`src/hw/core_pkg.sv`:
```
`default_nettype none

package core_pkg;

    localparam int COLOR_W = 4;
    localparam int WORD_W = 16;

    // one byte from the download link, addr counts from download start
    typedef struct packed {
        logic        wr;
        logic [21:0] addr;
        logic [7:0]  data;
    } ioctl_bus_t;

    // raster position travels with its syncs
    typedef struct packed {
        logic       hs;
        logic       vs;
        logic       de;
        logic [9:0] x;
        logic [9:0] y;
    } video_sync_t;

    typedef struct packed {
        logic [COLOR_W-1:0] r;
        logic [COLOR_W-1:0] g;
        logic [COLOR_W-1:0] b;
    } rgb_t;

    typedef enum logic [1:0] {
        st_idle, st_load, st_flush, st_play
    } core_state_t;

endpackage

`default_nettype wire

```
`src/hw/spi_download.sv`:
```
`timescale 1ns/10ps
`default_nettype none

module spi_download import core_pkg::*; (
    input  logic       clk,
    input  logic       reset,
    input  logic       spi_sck,
    input  logic       spi_ss2,
    input  logic       spi_di,
    output logic       downloading,
    output ioctl_bus_t ioctl
);

    logic [1:0]  sck_sync;
    logic [1:0]  ss_sync;
    logic [1:0]  di_sync;
    logic        sck_last;
    logic        sck_rise;
    logic [2:0]  bit_cnt;
    logic [6:0]  shift;
    logic [21:0] byte_cnt;

    assign sck_rise    = sck_sync[1] & ~sck_last;
    assign downloading = ~ss_sync[1];

    always_ff @(posedge clk) begin
        if (reset) begin
            sck_sync <= 2'b00;
            ss_sync  <= 2'b11;
            di_sync  <= 2'b00;
            sck_last <= 1'b0;
            bit_cnt  <= 3'd0;
            byte_cnt <= 22'd0;
            ioctl    <= '0;
        end else begin
            sck_sync <= {sck_sync[0], spi_sck};
            ss_sync  <= {ss_sync[0], spi_ss2};
            // data follows the same delay so it lines up with the clock edge
            di_sync  <= {di_sync[0], spi_di};
            sck_last <= sck_sync[1];
            ioctl.wr <= 1'b0;
            if (ss_sync[1]) begin
                // deselected, next download starts again at byte 0
                bit_cnt  <= 3'd0;
                byte_cnt <= 22'd0;
            end else if (sck_rise) begin
                bit_cnt <= bit_cnt + 3'd1;
                shift   <= {shift[5:0], di_sync[1]};
                if (bit_cnt == 3'd7) begin
                    ioctl.wr   <= 1'b1;
                    ioctl.addr <= byte_cnt;
                    ioctl.data <= {shift, di_sync[1]};
                    byte_cnt   <= byte_cnt + 22'd1;
                end
            end
        end
    end

endmodule

`default_nettype wire

```
`src/hw/rom_store.sv`:
```
`timescale 1ns/10ps
`default_nettype none

module rom_store import core_pkg::*; #(
    parameter int ROM_AW = 6
) (
    input  logic              clk,
    input  logic              reset,
    input  logic              flush,
    input  ioctl_bus_t        ioctl,
    input  logic [ROM_AW-1:0] rd_addr,
    output logic              flush_done,
    output logic [WORD_W-1:0] rd_data
);

    logic [WORD_W-1:0] mem [2**ROM_AW];

    logic [7:0]        pend_byte;
    logic [ROM_AW-1:0] pend_addr;
    logic              pend_valid;
    logic              wr_en;
    logic [ROM_AW-1:0] wr_addr;
    logic [WORD_W-1:0] wr_word;

    // byte pairs become one word, high byte first
    always_ff @(posedge clk) begin
        if (reset) begin
            pend_valid <= 1'b0;
            wr_en      <= 1'b0;
            flush_done <= 1'b0;
        end else begin
            wr_en      <= 1'b0;
            flush_done <= flush;
            if (ioctl.wr) begin
                if (!ioctl.addr[0]) begin
                    pend_byte  <= ioctl.data;
                    pend_addr  <= ioctl.addr[ROM_AW:1];
                    pend_valid <= 1'b1;
                end else begin
                    wr_en      <= 1'b1;
                    wr_addr    <= ioctl.addr[ROM_AW:1];
                    wr_word    <= {pend_byte, ioctl.data};
                    pend_valid <= 1'b0;
                end
            end else if (flush && pend_valid) begin
                // odd length image, low half is padded with zero
                wr_en      <= 1'b1;
                wr_addr    <= pend_addr;
                wr_word    <= {pend_byte, 8'h00};
                pend_valid <= 1'b0;
            end
        end
    end

    always_ff @(posedge clk) begin
        if (wr_en) begin
            mem[wr_addr] <= wr_word;
        end
        rd_data <= mem[rd_addr];
    end

endmodule

`default_nettype wire

```
`src/hw/video_timing.sv`:
```
`timescale 1ns/10ps
`default_nettype none

module video_timing import core_pkg::*; #(
    parameter int H_ACTIVE = 8,
    parameter int H_TOTAL  = 12,
    parameter int V_ACTIVE = 4,
    parameter int V_TOTAL  = 6
) (
    input  logic        clk,
    input  logic        reset,
    input  logic        play,
    output logic        pxl_cen,
    output video_sync_t sync
);

    logic [9:0] h_cnt;
    logic [9:0] v_cnt;

    // counters sit at zero until the core starts playing
    always_ff @(posedge clk) begin
        if (reset || !play) begin
            pxl_cen <= 1'b0;
            h_cnt   <= 10'd0;
            v_cnt   <= 10'd0;
        end else begin
            // half rate pixel enable
            pxl_cen <= ~pxl_cen;
            if (pxl_cen) begin
                if (h_cnt == 10'(H_TOTAL - 1)) begin
                    h_cnt <= 10'd0;
                    if (v_cnt == 10'(V_TOTAL - 1)) begin
                        v_cnt <= 10'd0;
                    end else begin
                        v_cnt <= v_cnt + 10'd1;
                    end
                end else begin
                    h_cnt <= h_cnt + 10'd1;
                end
            end
        end
    end

    // sync decode, all quiet while not playing
    always_comb begin
        sync.x  = h_cnt;
        sync.y  = v_cnt;
        sync.de = play && (h_cnt < 10'(H_ACTIVE)) && (v_cnt < 10'(V_ACTIVE));
        sync.hs = play && (h_cnt >= 10'(H_TOTAL - 2));
        sync.vs = play && (v_cnt == 10'(V_TOTAL - 1));
    end

endmodule

`default_nettype wire

```
`src/hw/pixel_fetch.sv`:
```
`timescale 1ns/10ps
`default_nettype none

module pixel_fetch import core_pkg::*; #(
    parameter int H_ACTIVE = 8,
    parameter int ROM_AW   = 6
) (
    input  logic              clk,
    input  logic              reset,
    input  video_sync_t       sync,
    input  logic [WORD_W-1:0] rd_data,
    output logic [ROM_AW-1:0] rd_addr,
    output video_sync_t       sync_out,
    output rgb_t              rgb
);

    logic [19:0] lin_addr;

    // linear pixel index, wraps around the word memory
    assign lin_addr = 20'(sync.y) * 20'(H_ACTIVE) + 20'(sync.x);
    assign rd_addr  = lin_addr[ROM_AW-1:0];

    // memory read takes one clk, so the syncs are held back by one too
    always_ff @(posedge clk) begin
        if (reset) begin
            sync_out <= '0;
        end else begin
            sync_out <= sync;
        end
    end

    // 12 bit colour from the low bits of the word, black in blanking
    always_comb begin
        if (sync_out.de) begin
            rgb.r = rd_data[2*COLOR_W +: COLOR_W];
            rgb.g = rd_data[COLOR_W +: COLOR_W];
            rgb.b = rd_data[0 +: COLOR_W];
        end else begin
            rgb = '0;
        end
    end

endmodule

`default_nettype wire

```
`src/hw/core_ctrl.sv`:
```
`timescale 1ns/10ps
`default_nettype none

module core_ctrl import core_pkg::*; (
    input  logic        clk,
    input  logic        reset,
    input  logic        downloading,
    input  logic        flush_done,
    input  logic        vs_out,
    output logic        flush,
    output logic        play,
    output logic        led,
    output logic [31:0] frame_cnt
);

    core_state_t state;
    logic        dl_last;
    logic        vs_last;
    logic        dl_rise;
    logic        dl_fall;

    assign dl_rise = downloading & ~dl_last;
    assign dl_fall = ~downloading & dl_last;
    assign play    = (state == st_play);

    always_ff @(posedge clk) begin
        if (reset) begin
            state     <= st_idle;
            dl_last   <= 1'b0;
            vs_last   <= 1'b0;
            flush     <= 1'b0;
            led       <= 1'b1;
            frame_cnt <= 32'd0;
        end else begin
            dl_last <= downloading;
            vs_last <= vs_out;
            flush   <= 1'b0;
            // led is low from load until the image is complete
            led     <= (state == st_idle) || (state == st_play);
            case (state)
                st_idle: begin
                    if (dl_rise) state <= st_load;
                end
                st_load: begin
                    if (dl_fall) begin
                        state <= st_flush;
                        flush <= 1'b1;
                    end
                end
                st_flush: begin
                    if (flush_done) state <= st_play;
                end
                st_play: begin
                    if (dl_rise) begin
                        state <= st_load;
                    end else if (vs_out && !vs_last) begin
                        frame_cnt <= frame_cnt + 32'd1;
                    end
                end
                default: state <= st_idle;
            endcase
        end
    end

endmodule

`default_nettype wire

```
`src/hw/game_top.sv`:
```
`timescale 1ns/10ps
`default_nettype none

module game_top import core_pkg::*; #(
    parameter int H_ACTIVE = 8,
    parameter int H_TOTAL  = 12,
    parameter int V_ACTIVE = 4,
    parameter int V_TOTAL  = 6,
    parameter int ROM_AW   = 6
) (
    input  logic        clk,
    input  logic        reset,
    input  logic        spi_sck,
    input  logic        spi_ss2,
    input  logic        spi_di,
    output logic        led,
    output logic        hs,
    output logic        vs,
    output logic        pxl_cen,
    output rgb_t        rgb,
    output logic [31:0] frame_cnt
);

    ioctl_bus_t        ioctl;
    video_sync_t       sync;
    video_sync_t       sync_out;
    logic              downloading;
    logic              flush;
    logic              flush_done;
    logic              play;
    logic [ROM_AW-1:0] rd_addr;
    logic [WORD_W-1:0] rd_data;

    // syncs leave aligned with the colour
    assign hs = sync_out.hs;
    assign vs = sync_out.vs;

    spi_download spi_download_inst (
        .clk         ( clk         ),
        .reset       ( reset       ),
        .spi_sck     ( spi_sck     ),
        .spi_ss2     ( spi_ss2     ),
        .spi_di      ( spi_di      ),
        .downloading ( downloading ),
        .ioctl       ( ioctl       )
    );

    rom_store #(.ROM_AW(ROM_AW)) rom_store_inst (
        .clk        ( clk        ),
        .reset      ( reset      ),
        .flush      ( flush      ),
        .ioctl      ( ioctl      ),
        .rd_addr    ( rd_addr    ),
        .flush_done ( flush_done ),
        .rd_data    ( rd_data    )
    );

    core_ctrl core_ctrl_inst (
        .clk         ( clk         ),
        .reset       ( reset       ),
        .downloading ( downloading ),
        .flush_done  ( flush_done  ),
        .vs_out      ( sync_out.vs ),
        .flush       ( flush       ),
        .play        ( play        ),
        .led         ( led         ),
        .frame_cnt   ( frame_cnt   )
    );

    video_timing #(
        .H_ACTIVE ( H_ACTIVE ),
        .H_TOTAL  ( H_TOTAL  ),
        .V_ACTIVE ( V_ACTIVE ),
        .V_TOTAL  ( V_TOTAL  )
    ) video_timing_inst (
        .clk     ( clk     ),
        .reset   ( reset   ),
        .play    ( play    ),
        .pxl_cen ( pxl_cen ),
        .sync    ( sync    )
    );

    pixel_fetch #(
        .H_ACTIVE ( H_ACTIVE ),
        .ROM_AW   ( ROM_AW   )
    ) pixel_fetch_inst (
        .clk      ( clk      ),
        .reset    ( reset    ),
        .sync     ( sync     ),
        .rd_data  ( rd_data  ),
        .rd_addr  ( rd_addr  ),
        .sync_out ( sync_out ),
        .rgb      ( rgb      )
    );

endmodule

`default_nettype wire

```
`config.mk`:
```
export PLATFORM = sky130hd
export DESIGN_NAME = game_top
export DESIGN_NICKNAME = d
export VERILOG_FILES = /design/src/hw/core_pkg.sv /design/src/hw/spi_download.sv /design/src/hw/rom_store.sv /design/src/hw/video_timing.sv /design/src/hw/pixel_fetch.sv /design/src/hw/core_ctrl.sv /design/src/hw/game_top.sv
export SDC_FILE = /design/constraint.sdc
export NUM_CORES = 1
export LEC_CHECK = 0
export ABC_AREA = 1
export BUFFER_PORTS_ARGS = -buffer_cell sky130_fd_sc_hd__buf_4
export CORE_MARGIN = 2
export CORE_UTILIZATION = 35
export CTS_BUF_LIST = sky130_fd_sc_hd__clkbuf_8
export CTS_CLUSTER_DIAMETER = 40
export DETAILED_ROUTE_END_ITERATION = 8
export PLACE_DENSITY_LB_ADDON = 0.08
export SYNTH_ARGS = -nofsm -noshare
export SYNTH_HDL_FRONTEND = slang
export SYNTH_SLANG_ARGS = --single-unit
```
`constraint.sdc`:
```
create_clock -name clk -period 9.6 [get_ports clk]
set_input_delay 2.4 -clock clk [delete_from_list [all_inputs] [get_ports clk]]
set_output_delay 2.4 -clock clk [all_outputs]
set_load 0.1 [all_outputs]
```
==> results.md <==
- EDFF count, synth: between 800 and 900
- Setup crit start kind: register
- Final net count: ~3.6k
- Initial Utilization: between 30% and 40%
- Hold WC Path Type: register to register
- Final-report hold violation count: 0
- # port buffers: between 50 and 60
- Worst path depth: 3
- Clk_lat worst skew: roughly 830 ps
- Flop-to-flop setup slack: 5900 ps
- Clock Path Buffers: 3
- Worst Skew: 45.5 ps
- Max cap viols: 0
- Largest family of logic cells by synthesized area: simple AND/OR/NAND/NOR gates
- Pre-antenna DRT Iters: 6
- Crit Path Category: register to output pin
- Share of cells above drive strength 1: a little over a tenth
- Core ar.: 106000 sq um
- RSZ-0062 raised after global routing: no
- Via Count: 25.4k
- R2R cell count: 12
- Element type at the critical path end: output pin
- DRT antenna net count: 0
- Dpl ws: roughly 5400 ps
- Detailed Place HPWL: roughly 64000 um
- Synthesized flop and latch total: slightly above 900
- Die extent in x: ~330 um
- Synth Area in Simple Gates: a little under a quarter
- Postcts setup bufs: 0
- CP Cell Sequence: nand2_1, inv_1, buf_4
- GR Util All Layers: between 20% and 30%
- CP max stage delay: roughly 710 ps
- WHS Path Cells: 2
- Die height: 331 um
- Worst-margin pin slew: 1320 ps
- Power per Cell Area: 186 nW/um^2
- Synth Area in Adders: less than 1%
- Post-synth cell types: 43
- Top-count cell post-synth: nand2_1
- CTS resizes: 0
- Yosys top cell area share: about 65%
- First-pass GRT wire length: around 160000 um
- Compound-Gate Fraction of Synth Area: 2.57%
- GP Congestion: between 0.7 and 0.8
- Fin crit share: between 40% and 50%
- Post-route setup slack: between 5000 and 6000 ps
- Remaining Overflow, GRT: 0
- Synth Instances: roughly 3.5k
- Area grow syn2layout: 13.9%
- DRC viols: 0
- Final Critical Period: 4440 ps
- Total Power: a little under 0.008 W
- Syn nets: ~3.5k
- Highest-delay cell along the critical path: dfxtp_1
- Peak supply drop: about 0.11 mV
- Vias per cell: between 4 and 5
- Synth Warn #: 0
- Worst Path Required: 7200 ps
- Xor/xnor share of the synthesized area: less than 1%
- Leading area contributor after synthesis: edfxtp_1
- Main synth FF type: edfxtp_1
- Leakage: roughly 14 nW
- Total Wirelength: around 110000 um
- Delay-heaviest family, CP: flip-flops
- Sequential share of the synthesized area: between 70 and 80%
- Post-synthesis mux area share: 0%
- Hold_ws: around 400 ps
- DR WL/cell: between 20 and 25 um
- Rel. slew slack: a little under an eighth
- Result of the run: finished clean
- Avg Cell Area, Syn: between 10 and 15 sq um
- Initial antenna violation count: 2
- F_max: 225 MHz
- Data arrival, critical path: around 2000 ps
- Worst Path Max Fanout: 12
- Commonest cells post-synth: nand2_1 (1333), edfxtp_1 (803), nand3_1 (449)
- Rows: between 100 and 150
- Top-level I/O count: between 50 and 60
- Setup TNS: 0 ps
- Root Buffer: clkbuf_8
- Largest net degree at the start of global routing: 208
- Clock transition at path regs: approximately 60 ps
- Hold-fix buffers, CTS: 0
- Area contributors post-synth: edfxtp_1 (65%), nand2_1 (13%), nand3_1 (6.0%), dfxtp_1 (5.9%), nor2_1 (2.0%)
- DIE AREA: 109000 sq um
- Share of flip-flops with an asynchronous set or reset: 0%
- Total CTS buffers: between 150 and 200
- CTS tree: built
- CTS sink count: roughly 910
- H-tree levels: 4
- Max Slew Vio Count: 0
- Initial drt markers: slightly above 2k
- Mapped Area: about 37000 sq um
- # setup viols final: 0
- CP Buf/Inv Count: 2
- Vias in the first global route: around 25k
-- metrics by stage --
stage / cell area [sq um] / instances / utilization [%]
after floorplan: 37300 / 3462 / -
after global placement: 39300 / 4813 / 37.2
after detailed placement: 39300 / 4814 / 37.2
after CTS: 42500 / 5121 / 40.3
after global routing: 42500 / 5124 / 40.3
final: 42500 / 5126 / 40.3
-- power by group --
group / internal [W] / total [W] / switching [W]
clock: 0.00192 / 0.00357 / 0.00165
combinational: 0.0000205 / 0.0000850 / 0.0000645
sequential: 0.00426 / 0.00427 / 0.00000622
total: 0.00621 / 0.00792 / 0.00172
-- sequential cells by signal, summed over array words and instances, names as in the netlist, 3 cells and up --
register,flops
rom_store_inst.rd_data,12
video_timing_inst.h_cnt,10
spi_download_inst.bit_cnt,3
spi_download_inst.ioctl,16
rom_store_inst.pend_addr,6
rom_store_inst.mem,768
spi_download_inst.shift,7
core_ctrl_inst.frame_cnt,32
rom_store_inst.wr_addr,6
spi_download_inst.byte_cnt,7
rom_store_inst.wr_word,12
rom_store_inst.pend_byte,4
pixel_fetch_inst.sync_out,3
video_timing_inst.v_cnt,10
-- tightest hold or removal path: stages, from the launching register on --
cell and delay (ps):
dfxtp_1 300, inv_1 40, nor2_1 30
-- cell usage in the layout (no fill, tap or decap), drive strengths merged, types with 57 or more instances in the layout --
cell    count
dfxtp     110
buf       132
clkinv     57
nor2      209
inv       179
nand2    1336
nand3     450
edfxtp    803
a21oi     136
clkbuf    177
-- metal layers --
layer	up-vias	global-route usage (%)	routed length, um
li1	12100	-	-
met1	12500	28.1	50000
met2	654	32.7	52300
met3	146	3.31	5600
met4	0	5.58	2070
met5	-	0	0
-- worst paths after layout --
| kind | endpoint | from |
|---|---|---|
| worst max-delay path | rgb[1] | pixel_fetch_inst.sync_out[20]$_SDFF_PP0_ |
| worst min-delay path | spi_download_inst.di_sync[1]$_SDFF_PP0_ | spi_download_inst.di_sync[0]$_SDFF_PP0_ |
| worst max register to register | rom_store_inst.rd_data[5]$_DFF_P_ | video_timing_inst.h_cnt[0]$_SDFFE_PP0P_ |
| worst min register to register | spi_download_inst.di_sync[1]$_SDFF_PP0_ | spi_download_inst.di_sync[0]$_SDFF_PP0_ |
-- kinds of logic (layout without fill, tap and decap cells) --
logic type,after synthesis,count (layout)
adders and majority gates,13,13
AOI/OAI and AO/OA,184,184
xor gates and xnor gates,9,9
buffers and inverters,290,559
and+or+nand+nor,2053,2053
DFF,913,913
other,0,4
-- final cells by class --
class | count | area (sq um)
inverter | 120 | 465
fill | 10200 | 63000
clock buffer | 177 | 2440
sequential | 913 | 26300
multi-input combinational | 2259 | 9750
tap | 1391 | 1740
antenna | 4 | 10.0
clock inverter | 130 | 782
timing repair buffer | 132 | 1010
Note: power is estimated with default switching activity, not from simulation.
